### config.mk
export PLATFORM = sky130hd
export DESIGN_NAME = spi_mem_ctl
export DESIGN_NICKNAME = d
export VERILOG_FILES = /design/src/common/spi_mem_pkg.sv /design/src/logic/load_store_format.sv /design/src/mem_ctl/access_sequencer.sv /design/src/mem_ctl/spi_mem_ctl.sv /design/src/spi_master/spi_master.sv
export VERILOG_INCLUDE_DIRS = /design/src /design/src/common
export SDC_FILE = /design/constraint.sdc
export NUM_CORES = 1
export LEC_CHECK = 0
export BUFFER_PORTS_ARGS = -buffer_cell sky130_fd_sc_hd__buf_2
export CORE_MARGIN = 4
export CORE_UTILIZATION = 35
export DETAILED_ROUTE_END_ITERATION = 8
export GPL_TIMING_DRIVEN = 0
export PLACE_DENSITY_LB_ADDON = 0.3
export RECOVER_POWER = 100
export SLEW_MARGIN = 0
export SYNTH_ARGS = -nofsm -noshare
export SYNTH_HDL_FRONTEND = slang
export SYNTH_SLANG_ARGS = --single-unit
### constraint.sdc
create_clock -name clk -period 5.6 [get_ports clk]
set_input_delay 1.68 -clock clk [delete_from_list [all_inputs] [get_ports clk]]
set_output_delay 1.68 -clock clk [all_outputs]
set_load 0.02 [all_outputs]
### src/common/spi_mem_config.svh
/*
 * SPI memory controller configuration
 * Address map, serial address width, SPI command codes and GPIO width
 */
`ifndef SPI_MEM_CONFIG_SVH
`define SPI_MEM_CONFIG_SVH

// Serial memory address width
`define SPI_ADDR_W 24

// Region select on address bits 31:24
`define FLASH_REGION 8'h00
`define PSRAM_REGION 8'h01

// GPIO page on address bits 31:8
`define GPIO_PAGE 24'h020000
`define GPIO_W 8

// Single-lane SPI commands
`define SPI_CMD_READ 8'h03
`define SPI_CMD_WRITE 8'h02

// Sequential fetch step in bytes
`define INSTR_STEP 4

`endif

### src/common/spi_mem_pkg.sv
/*
 * SPI memory controller types
 * Vector typedefs, state enums and the request/response structs
 * exchanged between the access sequencer and the SPI engine
 */
`include "spi_mem_config.svh"

package spi_mem_pkg;

    typedef logic [31:0] word_t;
    typedef logic [`SPI_ADDR_W-1:0] spi_addr_t;
    typedef logic [5:0] xfer_len_t;
    typedef logic [2:0] mem_flag_t;
    typedef logic [`GPIO_W-1:0] gpio_t;

    typedef enum logic {CHIP_FLASH, CHIP_PSRAM} chip_sel_t;

    typedef enum logic [2:0] {
        ACC_IDLE,
        ACC_ACTIVE,
        ACC_NEXT_INSTR,
        ACC_PAUSE,
        ACC_STOP
    } access_state_t;

    typedef enum logic [2:0] {PH_IDLE, PH_CMD, PH_ADDR, PH_DATA, PH_HOLD} spi_phase_t;

    typedef struct packed {
        logic      start;
        logic      stop;
        logic      cont;
        logic      write;
        chip_sel_t chip;
        spi_addr_t addr;
        xfer_len_t len;
        word_t     wdata;
    } spi_req_t;

    typedef struct packed {
        logic  done;
        word_t rdata;
    } spi_rsp_t;

endpackage

### src/logic/load_store_format.sv
/*
 * Load/store formatter
 * Converts between little-endian core words and the wire stream,
 * which carries the lowest address byte first, MSB first
 */
`timescale 1ns/100ps

module load_store_format (
    input  spi_mem_pkg::word_t     mem_wdata,
    input  spi_mem_pkg::mem_flag_t mem_flag,
    input  spi_mem_pkg::word_t     wire_rdata,
    output spi_mem_pkg::word_t     store_word,
    output spi_mem_pkg::xfer_len_t store_len,
    output spi_mem_pkg::word_t     load_word,
    output spi_mem_pkg::word_t     instr_word
);

    function automatic spi_mem_pkg::word_t swap_bytes(spi_mem_pkg::word_t w);
        return {w[7:0], w[15:8], w[23:16], w[31:24]};
    endfunction

    assign instr_word = swap_bytes(wire_rdata);

    // Stores are left-aligned, loads arrive right-aligned and zero-extended
    always_comb begin
        case (mem_flag[1:0])
            2'b00: begin
                store_word = {mem_wdata[7:0], 24'h0};
                store_len = 6'd8;
                load_word = {24'h0, wire_rdata[7:0]};
            end
            2'b01: begin
                store_word = {mem_wdata[7:0], mem_wdata[15:8], 16'h0};
                store_len = 6'd16;
                load_word = {16'h0, wire_rdata[7:0], wire_rdata[15:8]};
            end
            default: begin
                store_word = swap_bytes(mem_wdata);
                store_len = 6'd32;
                load_word = swap_bytes(wire_rdata);
            end
        endcase
    end

endmodule

### src/mem_ctl/access_sequencer.sv
/*
 * Access sequencer
 * Decodes GPIO, flash and PSRAM requests, gives data priority over
 * fetch, keeps the fetch burst open to prefetch the next word and
 * holds the GPIO output register
 */
`timescale 1ns/100ps
`include "spi_mem_config.svh"

module access_sequencer (
    input  logic                   clk,
    input  logic                   rst_n,
    input  spi_mem_pkg::word_t     instr_addr,
    input  spi_mem_pkg::word_t     mem_addr,
    input  spi_mem_pkg::word_t     mem_wdata,
    input  spi_mem_pkg::mem_flag_t mem_flag,
    input  logic                   mem_we,
    input  logic                   mem_re,
    input  spi_mem_pkg::spi_rsp_t  spi_rsp,
    input  spi_mem_pkg::word_t     load_word,
    input  spi_mem_pkg::word_t     store_word,
    input  spi_mem_pkg::xfer_len_t store_len,
    input  spi_mem_pkg::word_t     instr_word,
    output spi_mem_pkg::spi_req_t  spi_req,
    output spi_mem_pkg::word_t     instr_data,
    output spi_mem_pkg::word_t     mem_rdata,
    output logic                   instr_ready,
    output logic                   mem_ready,
    output spi_mem_pkg::gpio_t     gpio_out
);

    spi_mem_pkg::access_state_t state;
    spi_mem_pkg::word_t next_data;
    spi_mem_pkg::spi_addr_t next_addr;
    logic next_valid;
    logic instr_ready_q;
    logic is_instr;
    logic pend_we;
    logic pend_re;
    logic legal_flag;
    logic flash_hit;
    logic psram_hit;
    logic gpio_hit;
    logic mem_hit;
    logic periph_strobe;
    logic data_req;
    logic same_addr;
    logic instr_req;

    // Sizes accepted for SPI memory: SB/SH/SW and LBU/LHU
    assign legal_flag = mem_flag[1:0] != 2'b11 && !(mem_flag[2] && mem_flag[1]);
    assign flash_hit = mem_addr[31:24] == `FLASH_REGION;
    assign psram_hit = mem_addr[31:24] == `PSRAM_REGION;
    assign gpio_hit = mem_addr[31:8] == `GPIO_PAGE;
    assign mem_hit = (flash_hit || psram_hit) && legal_flag;
    // GPIO and unmapped addresses answer in one cycle
    assign periph_strobe = (mem_we || mem_re) && !mem_hit;
    assign data_req = (mem_hit && (mem_we || mem_re)) || pend_we || pend_re;

    assign same_addr = instr_addr[`SPI_ADDR_W-1:0] == spi_req.addr;
    assign next_addr = spi_req.addr + `SPI_ADDR_W'(`INSTR_STEP);
    assign instr_req = !same_addr || !instr_ready_q;
    assign instr_ready = instr_ready_q && same_addr;

    always_ff @(posedge clk or negedge rst_n) begin
        if (!rst_n) begin
            state <= spi_mem_pkg::ACC_IDLE;
            spi_req <= '0;
            instr_data <= '0;
            next_data <= '0;
            next_valid <= 1'b0;
            instr_ready_q <= 1'b0;
            is_instr <= 1'b0;
            pend_we <= 1'b0;
            pend_re <= 1'b0;
            mem_rdata <= '0;
            mem_ready <= 1'b0;
            gpio_out <= '0;
        end else begin
            spi_req.start <= 1'b0;
            spi_req.stop <= 1'b0;
            spi_req.cont <= 1'b0;
            mem_ready <= 1'b0;

            if (periph_strobe) begin
                if (gpio_hit && mem_we) begin
                    gpio_out <= mem_wdata[`GPIO_W-1:0];
                end
                if (mem_re) begin
                    mem_rdata <= gpio_hit ? {{(32 - `GPIO_W){1'b0}}, gpio_out} : '0;
                end
                mem_ready <= 1'b1;
            end

            // Strobes last one cycle, keep them until the access starts
            if (mem_hit && (mem_we || mem_re)) begin
                pend_we <= mem_we;
                pend_re <= mem_re;
            end

            if (data_req && is_instr) begin
                spi_req.stop <= 1'b1;
                is_instr <= 1'b0;
                instr_ready_q <= 1'b0;
                next_valid <= 1'b0;
                state <= spi_mem_pkg::ACC_STOP;
            end else begin
                case (state)
                    spi_mem_pkg::ACC_IDLE: begin
                        if (data_req) begin
                            spi_req.start <= 1'b1;
                            spi_req.write <= mem_we || pend_we;
                            spi_req.chip <= flash_hit ? spi_mem_pkg::CHIP_FLASH
                                                      : spi_mem_pkg::CHIP_PSRAM;
                            spi_req.addr <= mem_addr[`SPI_ADDR_W-1:0];
                            spi_req.len <= store_len;
                            spi_req.wdata <= store_word;
                            pend_we <= 1'b0;
                            pend_re <= 1'b0;
                            instr_ready_q <= 1'b0;
                            state <= spi_mem_pkg::ACC_ACTIVE;
                        end else if (instr_req) begin
                            spi_req.start <= 1'b1;
                            spi_req.write <= 1'b0;
                            spi_req.chip <= spi_mem_pkg::CHIP_FLASH;
                            spi_req.addr <= instr_addr[`SPI_ADDR_W-1:0];
                            spi_req.len <= 6'd32;
                            spi_req.wdata <= '0;
                            is_instr <= 1'b1;
                            next_valid <= 1'b0;
                            instr_ready_q <= 1'b0;
                            state <= spi_mem_pkg::ACC_ACTIVE;
                        end
                    end
                    spi_mem_pkg::ACC_ACTIVE: begin
                        if (spi_rsp.done && is_instr) begin
                            instr_data <= instr_word;
                            instr_ready_q <= 1'b1;
                            spi_req.cont <= 1'b1;
                            state <= spi_mem_pkg::ACC_NEXT_INSTR;
                        end else if (spi_rsp.done) begin
                            if (!spi_req.write) begin
                                mem_rdata <= load_word;
                            end
                            mem_ready <= 1'b1;
                            spi_req.stop <= 1'b1;
                            state <= spi_mem_pkg::ACC_STOP;
                        end
                    end
                    spi_mem_pkg::ACC_NEXT_INSTR: begin
                        // A jump abandons the word being prefetched
                        if (!same_addr && instr_addr[`SPI_ADDR_W-1:0] != next_addr) begin
                            spi_req.stop <= 1'b1;
                            is_instr <= 1'b0;
                            instr_ready_q <= 1'b0;
                            state <= spi_mem_pkg::ACC_STOP;
                        end else if (spi_rsp.done) begin
                            next_data <= instr_word;
                            next_valid <= 1'b1;
                            state <= spi_mem_pkg::ACC_PAUSE;
                        end
                    end
                    spi_mem_pkg::ACC_PAUSE: begin
                        if (same_addr) begin
                            state <= spi_mem_pkg::ACC_PAUSE;
                        end else if (instr_addr[`SPI_ADDR_W-1:0] == next_addr && next_valid) begin
                            instr_data <= next_data;
                            instr_ready_q <= 1'b1;
                            spi_req.addr <= next_addr;
                            next_valid <= 1'b0;
                            spi_req.cont <= 1'b1;
                            state <= spi_mem_pkg::ACC_NEXT_INSTR;
                        end else begin
                            spi_req.stop <= 1'b1;
                            is_instr <= 1'b0;
                            instr_ready_q <= 1'b0;
                            next_valid <= 1'b0;
                            state <= spi_mem_pkg::ACC_STOP;
                        end
                    end
                    spi_mem_pkg::ACC_STOP: state <= spi_mem_pkg::ACC_IDLE;
                    default: state <= spi_mem_pkg::ACC_IDLE;
                endcase
            end
        end
    end

    ready_pulse: assert property (@(posedge clk) disable iff (!rst_n)
        mem_ready |=> !mem_ready);

endmodule

### src/mem_ctl/spi_mem_ctl.sv
/*
 * SPI memory controller top level
 * Instruction fetch from flash, data access to PSRAM or flash,
 * GPIO output register, all over one serial SPI bus
 */
`timescale 1ns/100ps

module spi_mem_ctl (
    input  logic                   clk,
    input  logic                   rst_n,
    input  spi_mem_pkg::word_t     instr_addr,
    output spi_mem_pkg::word_t     instr_data,
    output logic                   instr_ready,
    input  spi_mem_pkg::word_t     mem_addr,
    input  spi_mem_pkg::word_t     mem_wdata,
    input  spi_mem_pkg::mem_flag_t mem_flag,
    input  logic                   mem_we,
    input  logic                   mem_re,
    output spi_mem_pkg::word_t     mem_rdata,
    output logic                   mem_ready,
    output spi_mem_pkg::gpio_t     gpio_out,
    output logic                   flash_cs_n,
    output logic                   ram_cs_n,
    output logic                   spi_sclk,
    output logic                   spi_mosi,
    input  logic                   spi_miso
);

    spi_mem_pkg::spi_req_t spi_req;
    spi_mem_pkg::spi_rsp_t spi_rsp;
    spi_mem_pkg::word_t store_word;
    spi_mem_pkg::word_t load_word;
    spi_mem_pkg::word_t instr_word;
    spi_mem_pkg::xfer_len_t store_len;

    access_sequencer seq_i (
        .clk(clk), .rst_n(rst_n),
        .instr_addr(instr_addr), .mem_addr(mem_addr), .mem_wdata(mem_wdata),
        .mem_flag(mem_flag), .mem_we(mem_we), .mem_re(mem_re),
        .spi_rsp(spi_rsp), .load_word(load_word), .store_word(store_word),
        .store_len(store_len), .instr_word(instr_word),
        .spi_req(spi_req), .instr_data(instr_data), .mem_rdata(mem_rdata),
        .instr_ready(instr_ready), .mem_ready(mem_ready), .gpio_out(gpio_out)
    );

    load_store_format fmt_i (
        .mem_wdata(mem_wdata), .mem_flag(mem_flag), .wire_rdata(spi_rsp.rdata),
        .store_word(store_word), .store_len(store_len),
        .load_word(load_word), .instr_word(instr_word)
    );

    spi_master spi_i (
        .clk(clk), .rst_n(rst_n), .req(spi_req), .spi_miso(spi_miso), .rsp(spi_rsp),
        .flash_cs_n(flash_cs_n), .ram_cs_n(ram_cs_n),
        .spi_sclk(spi_sclk), .spi_mosi(spi_mosi)
    );

endmodule

### src/spi_master/spi_master.sv
/*
 * Single-lane SPI master, mode 0, sclk at half the clock rate
 * Sends command and 24-bit address, then shifts len data bits out
 * and samples miso into the same register. The burst stays open in
 * HOLD until cont or stop.
 */
`timescale 1ns/100ps
`include "spi_mem_config.svh"

module spi_master (
    input  logic                  clk,
    input  logic                  rst_n,
    input  spi_mem_pkg::spi_req_t req,
    input  logic                  spi_miso,
    output spi_mem_pkg::spi_rsp_t rsp,
    output logic                  flash_cs_n,
    output logic                  ram_cs_n,
    output logic                  spi_sclk,
    output logic                  spi_mosi
);

    spi_mem_pkg::spi_phase_t phase;
    spi_mem_pkg::chip_sel_t chip_q;
    spi_mem_pkg::xfer_len_t len_q;
    logic [63:0] shreg;
    logic [5:0] bit_cnt;
    logic sclk_q;
    logic mosi_q;
    logic done_q;
    logic [7:0] cmd;
    logic last_bit;

    assign cmd = req.write ? `SPI_CMD_WRITE : `SPI_CMD_READ;
    assign last_bit = (bit_cnt == 6'd0);

    always_ff @(posedge clk or negedge rst_n) begin
        if (!rst_n) begin
            phase <= spi_mem_pkg::PH_IDLE;
            chip_q <= spi_mem_pkg::CHIP_FLASH;
            len_q <= '0;
            shreg <= '0;
            bit_cnt <= '0;
            sclk_q <= 1'b0;
            mosi_q <= 1'b0;
            done_q <= 1'b0;
        end else begin
            done_q <= 1'b0;
            if (req.stop) begin
                phase <= spi_mem_pkg::PH_IDLE;
                sclk_q <= 1'b0;
                mosi_q <= 1'b0;
            end else begin
                case (phase)
                    spi_mem_pkg::PH_IDLE: begin
                        if (req.start) begin
                            phase <= spi_mem_pkg::PH_CMD;
                            chip_q <= req.chip;
                            len_q <= req.len;
                            shreg <= {cmd, req.addr, req.wdata};
                            bit_cnt <= 6'd7;
                            mosi_q <= cmd[7];
                        end
                    end
                    spi_mem_pkg::PH_CMD, spi_mem_pkg::PH_ADDR, spi_mem_pkg::PH_DATA: begin
                        sclk_q <= !sclk_q;
                        if (!sclk_q) begin
                            // Rising edge: capture miso, advance the bit count
                            shreg <= {shreg[62:0], spi_miso};
                            if (!last_bit) begin
                                bit_cnt <= bit_cnt - 6'd1;
                            end else if (phase == spi_mem_pkg::PH_CMD) begin
                                phase <= spi_mem_pkg::PH_ADDR;
                                bit_cnt <= 6'(`SPI_ADDR_W - 1);
                            end else if (phase == spi_mem_pkg::PH_ADDR) begin
                                phase <= spi_mem_pkg::PH_DATA;
                                bit_cnt <= len_q - 6'd1;
                            end else begin
                                phase <= spi_mem_pkg::PH_HOLD;
                                done_q <= 1'b1;
                            end
                        end else begin
                            // Falling edge: present the next bit
                            mosi_q <= shreg[63];
                        end
                    end
                    spi_mem_pkg::PH_HOLD: begin
                        if (sclk_q) begin
                            sclk_q <= 1'b0;
                            mosi_q <= shreg[63];
                        end else if (req.cont) begin
                            phase <= spi_mem_pkg::PH_DATA;
                            bit_cnt <= req.len - 6'd1;
                        end
                    end
                    default: phase <= spi_mem_pkg::PH_IDLE;
                endcase
            end
        end
    end

    // Only the chip latched at start is selected
    assign flash_cs_n = !(phase != spi_mem_pkg::PH_IDLE && chip_q == spi_mem_pkg::CHIP_FLASH);
    assign ram_cs_n = !(phase != spi_mem_pkg::PH_IDLE && chip_q == spi_mem_pkg::CHIP_PSRAM);
    assign spi_sclk = sclk_q;
    assign spi_mosi = mosi_q;
    assign rsp.done = done_q;
    assign rsp.rdata = shreg[31:0];

    // A new burst needs the previous one stopped
    start_in_idle: assert property (@(posedge clk) disable iff (!rst_n)
        req.start |-> phase == spi_mem_pkg::PH_IDLE);

    // More data only while the burst is held open
    cont_in_hold: assert property (@(posedge clk) disable iff (!rst_n)
        req.cont |-> phase == spi_mem_pkg::PH_HOLD);

endmodule

# After elaboration in Yosys (flattened, before gate mapping)

Index checks and enable logic that the tools add are counted.

$add $sub $neg: 4
Multipliers: 0
Divide/modulo/power cells: 0
Magnitude comparators: 0
Eq/ne operators: 40
Shifts and indexed selects: 0
Muxes and demuxes: 113
Bitwise operators: 4
Reductions and logical operators: 57

Operator list:

| operator              | count |
|---|---|
| $mux 32               | 10 |
| $mux 64               | 4 |
| $pmux 32 s2           | 2 |
| $pmux 64 s2           | 1 |
| $pmux 24 s2           | 2 |
| $mux 65               | 1 |
| $mux 1                | 52 |
| $mux 3                | 17 |
| $eq 24x24->1          | 2 |
| $mux 24               | 2 |
| $mux 6                | 7 |
| $mux 38               | 1 |
| $add 24x3->24 const B | 1 |
| $eq 24x18->1 const B  | 1 |
| $ne 24x24->1          | 1 |
| $reduce_and 5->1      | 4 |
| $ne 3x1->1 const B    | 6 |
| $ne 3x3->1 const B    | 6 |
| $pmux 6 s3            | 1 |
| $sub 6x1->6 const B   | 3 |
| $logic_and 1x1->1     | 13 |
| $eq 3x2->1 const B    | 4 |
| $ne 2x2->1 const B    | 6 |
| $ne 4x1->1 const B    | 3 |
| other kinds (33)      | 68 |

Register bits: 263
Latch bits: 0
Memory bits (writable): 0
ROM bits: 0
Input bits: 104
Output and inout bits: 78
Logic and storage cells: 245
Memories kept: 0

# Depth between registers and ports, before layout

Depth in word-level cells: 12
Gate-level depth with buffers: 13
Mapped depth without buffers: 9

# Cells and area by module

Synthesis repeated with hierarchy kept, for this count alone.

Cell total of the unflattened synthesis: 1505
Area, all modules: 14625.3 µm²

Modules (own cells, without submodules):

| module            | instances | cells an instance | area each (µm²) | seq. area each (µm²) |
|---|---|---|---|---|
| access_sequencer  | 1         | 925               | 9308.9          | 4504.3 |
| spi_master        | 1         | 453               | 4453.0          | 2077.0 |
| load_store_format | 1         | 127               | 863.3           | 0.0 |

# Worst setup path before layout

Ideal clock, no wire load.

Path type: input to output
From: input instr_addr[2]
To: output instr_ready
Data arrival time: 3.236 ns
Required time: 3.920 ns
Slack: 0.684 ns
Cell stages on the path: 6
Path buffers: 0
Cells stage by stage: xor2_1 > or4b_1 > or4_4 > nor2_8 > nand2_2 > inv_1

Word-level cells in the longest chain between the ends: 2

RTL lines:

| element           | RTL line               | RTL |
|---|---|---|
| from (decl)       | spi_mem_ctl.sv:11      | `input spi_mem_pkg::word_t instr_addr,` |
| $eq 24x24->1      | access_sequencer.sv:60 | `` assign same_addr = instr_addr[`SPI_ADDR_W-1:0] == spi_req.addr; `` |
| $logic_and 1x1->1 | access_sequencer.sv:63 | `assign instr_ready = instr_ready_q && same_addr;` |
| to (decl)         | spi_mem_ctl.sv:13      | `output logic instr_ready,` |

No other way between the ends.

# Final worst setup path

From: input instr_addr[12]
To: output instr_ready

The elaborated chain is that of the path after synthesis.

==> impl_metrics.toml <==
[status]
outcome = "finished, violations left"
violations = "capacitance limit, slew limit"

[clock_network]
cts_tree = "built"
ctsHoldBuffers = 0
htree_levels = 1
clk_pin_slew_ns = 0.06
cts.path.max_buffers = 3
postCtsSetupRepairBufs = 0
cts_buffers = 28
cts.repair.resized = 0
clockRootBuffer = "clkbuf_16"
clk_latency_ns = 0.55
clock-sinks = 257

[cells_and_area]
layout_common_cells = "dfrtp_1 (257), nand2_1 (253), clkbuf_1 (164)"
layout_commonest_cell = "dfrtp_1"
nFillCells = 3711
synthToLayoutAreaGrowth_pct = 17.06
final_layout_size_suffix_gt1_frac = 0.1344
num_antenna_cells = 0
post-route-util = 0.4146
instances_no_fill = 2103
fin_nets = 1679

[logic_synthesis]
synth_compound_area_frac = 0.1559
syn_area_mm2 = 0.01331
yosys.area_share.xor_xnor = 0.02482
syn-num-nets = 1475
synth.area.top_cells = "dfrtp_1 (48%), nand2_1 (7.1%), mux2i_1 (5.3%)"
synth_warnings = 0
ys_ff_latch = 257
synth_area_leader_cell = "dfrtp_1"
yosysTopAreaCellShare = 0.4832
synth_top_family_by_area = "simple AND/OR/NAND/NOR gates"
async_flop_share = 1.000
synthFlopType = "dfrtp_1"
synth_enable_flop_cells = 0
synth_adder_area_share = 0.003760
synthSimpleGateAreaFrac = 0.1742
syn_area_per_cell_um2 = 9.737
synthCells = 1367
synthMuxAreaShare = 0.1177
synth_cell_types = 78
ys_seq_area_frac = 0.4832

[global_routing]
grt.total_usage = 0.2084
grt_antenna_before_repair = 2
grt_pass1_wl_mm = 67.95
grt_max_degree = 110
grt_pass1_vias = 11360
overflow = 0

[setup_path]
crit_path_end_kind = "primary output"
critPathRequiredTime_ns = 3.92
critPathMaxFanout = 10
critPathKind = "input pin to primary output"
startpoint = "instr_addr[12]"
cp.arrival_ns = 3.73
timing.rr.start = "seq_i.spi_req[40]"
worst_setup_path_start_kind = "input pin"

[sta]
tightest_slew_ns = 3.392
fmax_mhz = 184.9
worst_slew_margin_rel = -1.262
drv_slew = 70
setup_viol = 0
min_period_ns = 5.408
rsz0062_at_grt = "no"
hold_viol = 0
period_share = 0.9657
clock_skew_ns = 0.02125

[floorplanning]
die_h_um = 203.0
fp.dieArea_mm2 = 0.04121
num_rows = 71
num_io_pins = 182
core_mm2 = 0.03758
start_util = 0.3542
die_width_um = 203.0

[routing]
dr.pass1.iters = 7
routedWlPerCell_um = 20.95
route.detailed.drc = 0
first_iter_violations = 1053
routed_wl_mm = 44.05
via_per_inst = 5.430
vias = 11420
ant_nets = 0

[power_and_ir_drop]
power.leakage_nw = 7.107
cellPowerDensity_mw_per_mm2 = 423.2
power_mw = 6.594
vdd_drop_max_uv = 220.1

[worst_hold_path]
min-delay-path-class = "register to register"
min_from = "seq_i.spi_req[62]"

[place]
dp_hpwl_mm = 33.31
io_buffers = 172
gp_congestion = 0.9391
place_inst = 2052

[run]
drv_cap = 1
-- critical path: stages --
cell and delay, ns:
clkbuf_1 0.12, xnor2_1 0.37, nand4_1 0.22, or4_1 0.69, nor2_8 0.24, nand2_1 0.10
inv_1 0.12, buf_2 0.18
-- per-stage QoR --
stage	setup slack (ns)	area [um2]	hold WS [ns]	setup TNS, ns
after floorplan	0.6844	13310	0.4348	0
after global placement	-1.962	14810	0.4516	-496.82
after detailed placement	0.2499	14880	0.4641	0
after CTS	0.2454	15770	0.4781	0
after global routing	0.1128	15580	0.4969	0
final	0.1921	15580	0.4650	0
-- kinds of logic (layout without fill, tap and decap cells) --
kind of cell / count (synthesis) / count (layout)
DFF: 257 / 257
muxes: 147 / 147
AOI/OAI and AO/OA: 304 / 304
buffers and inverters: 120 / 345
adders and majority gates: 4 / 4
xor gates and xnor gates: 36 / 36
and+or+nand+nor: 499 / 499
-- synth_stat cells, types with 10 or more instances --
cell type    n
xnor2_1     22
mux2_1      48
a22o_1      50
inv_1       19
a211oi_1    10
o21ai_0     95
and3_1      13
mux2_2      28
a21oi_1     58
clkbuf_1    66
xor2_1      12
buf_2       20
dfrtp_1    257
nor2_1      88
nand2_1    252
mux2i_1     71
nand3_1     17
o22ai_1     14
nor3_1      27
nand4_1     23
nor4_1      15
-- cell type report --
class	count	area, um2	area share
timing repair buffer	174	807.0	0.05179
clock inverter	11	76.32	0.004898
inverter	20	75.07	0.004818
multi-input combinational	990	6319	0.4055
clock buffer	40	815.8	0.05236
sequential	257	6431	0.4128
tap	511	639.4	0.04103
buffer	100	417.9	0.02682
-- power breakdown --
group	total [mW]	internal (mW)	switching, mW
sequential	2.45	2.15	0.307
clock	1.77	1.01	0.758
combinational	2.37	0.795	1.57
total	6.59	3.96	2.64
-- final timing paths --
path | end | slack [ns] | cells past startpoint
max | instr_ready | 0.19 | 8
max reg2reg | seq_i.instr_data[30] | 1.10 | 10
min reg2reg | seq_i.spi_req[62] | 0.47 | 2
min in group asynchronous | seq_i.instr_data[4] | 2.49 | 1
min | seq_i.spi_req[62] | 0.47 | 2
max in group asynchronous | seq_i.next_data[28] | 0.87 | 2
-- registers in the layout (all words and copies together) (netlist names), 3 cells and up, named ones only --
register and count:
spi_i.shreg 64, seq_i.spi_req 62, seq_i.instr_data 32, seq_i.mem_rdata 32, seq_i.next_data 32, seq_i.gpio_out 8
spi_i.bit_cnt 6, seq_i.state 3, spi_i.len_q 3, spi_i.phase 3
-- per-layer routing --
metal | vias to the layer above | global-route usage | wire length [um]
met1 | 5646 | 0.3003 | 19850
met2 | 389 | 0.3309 | 20320
met4 | 4 | 0.05685 | 1247
met3 | 81 | 0.02971 | 2610
li1 | 5300 | - | -
met5 | - | 0 | 27
(Power assumes the default switching activity.)
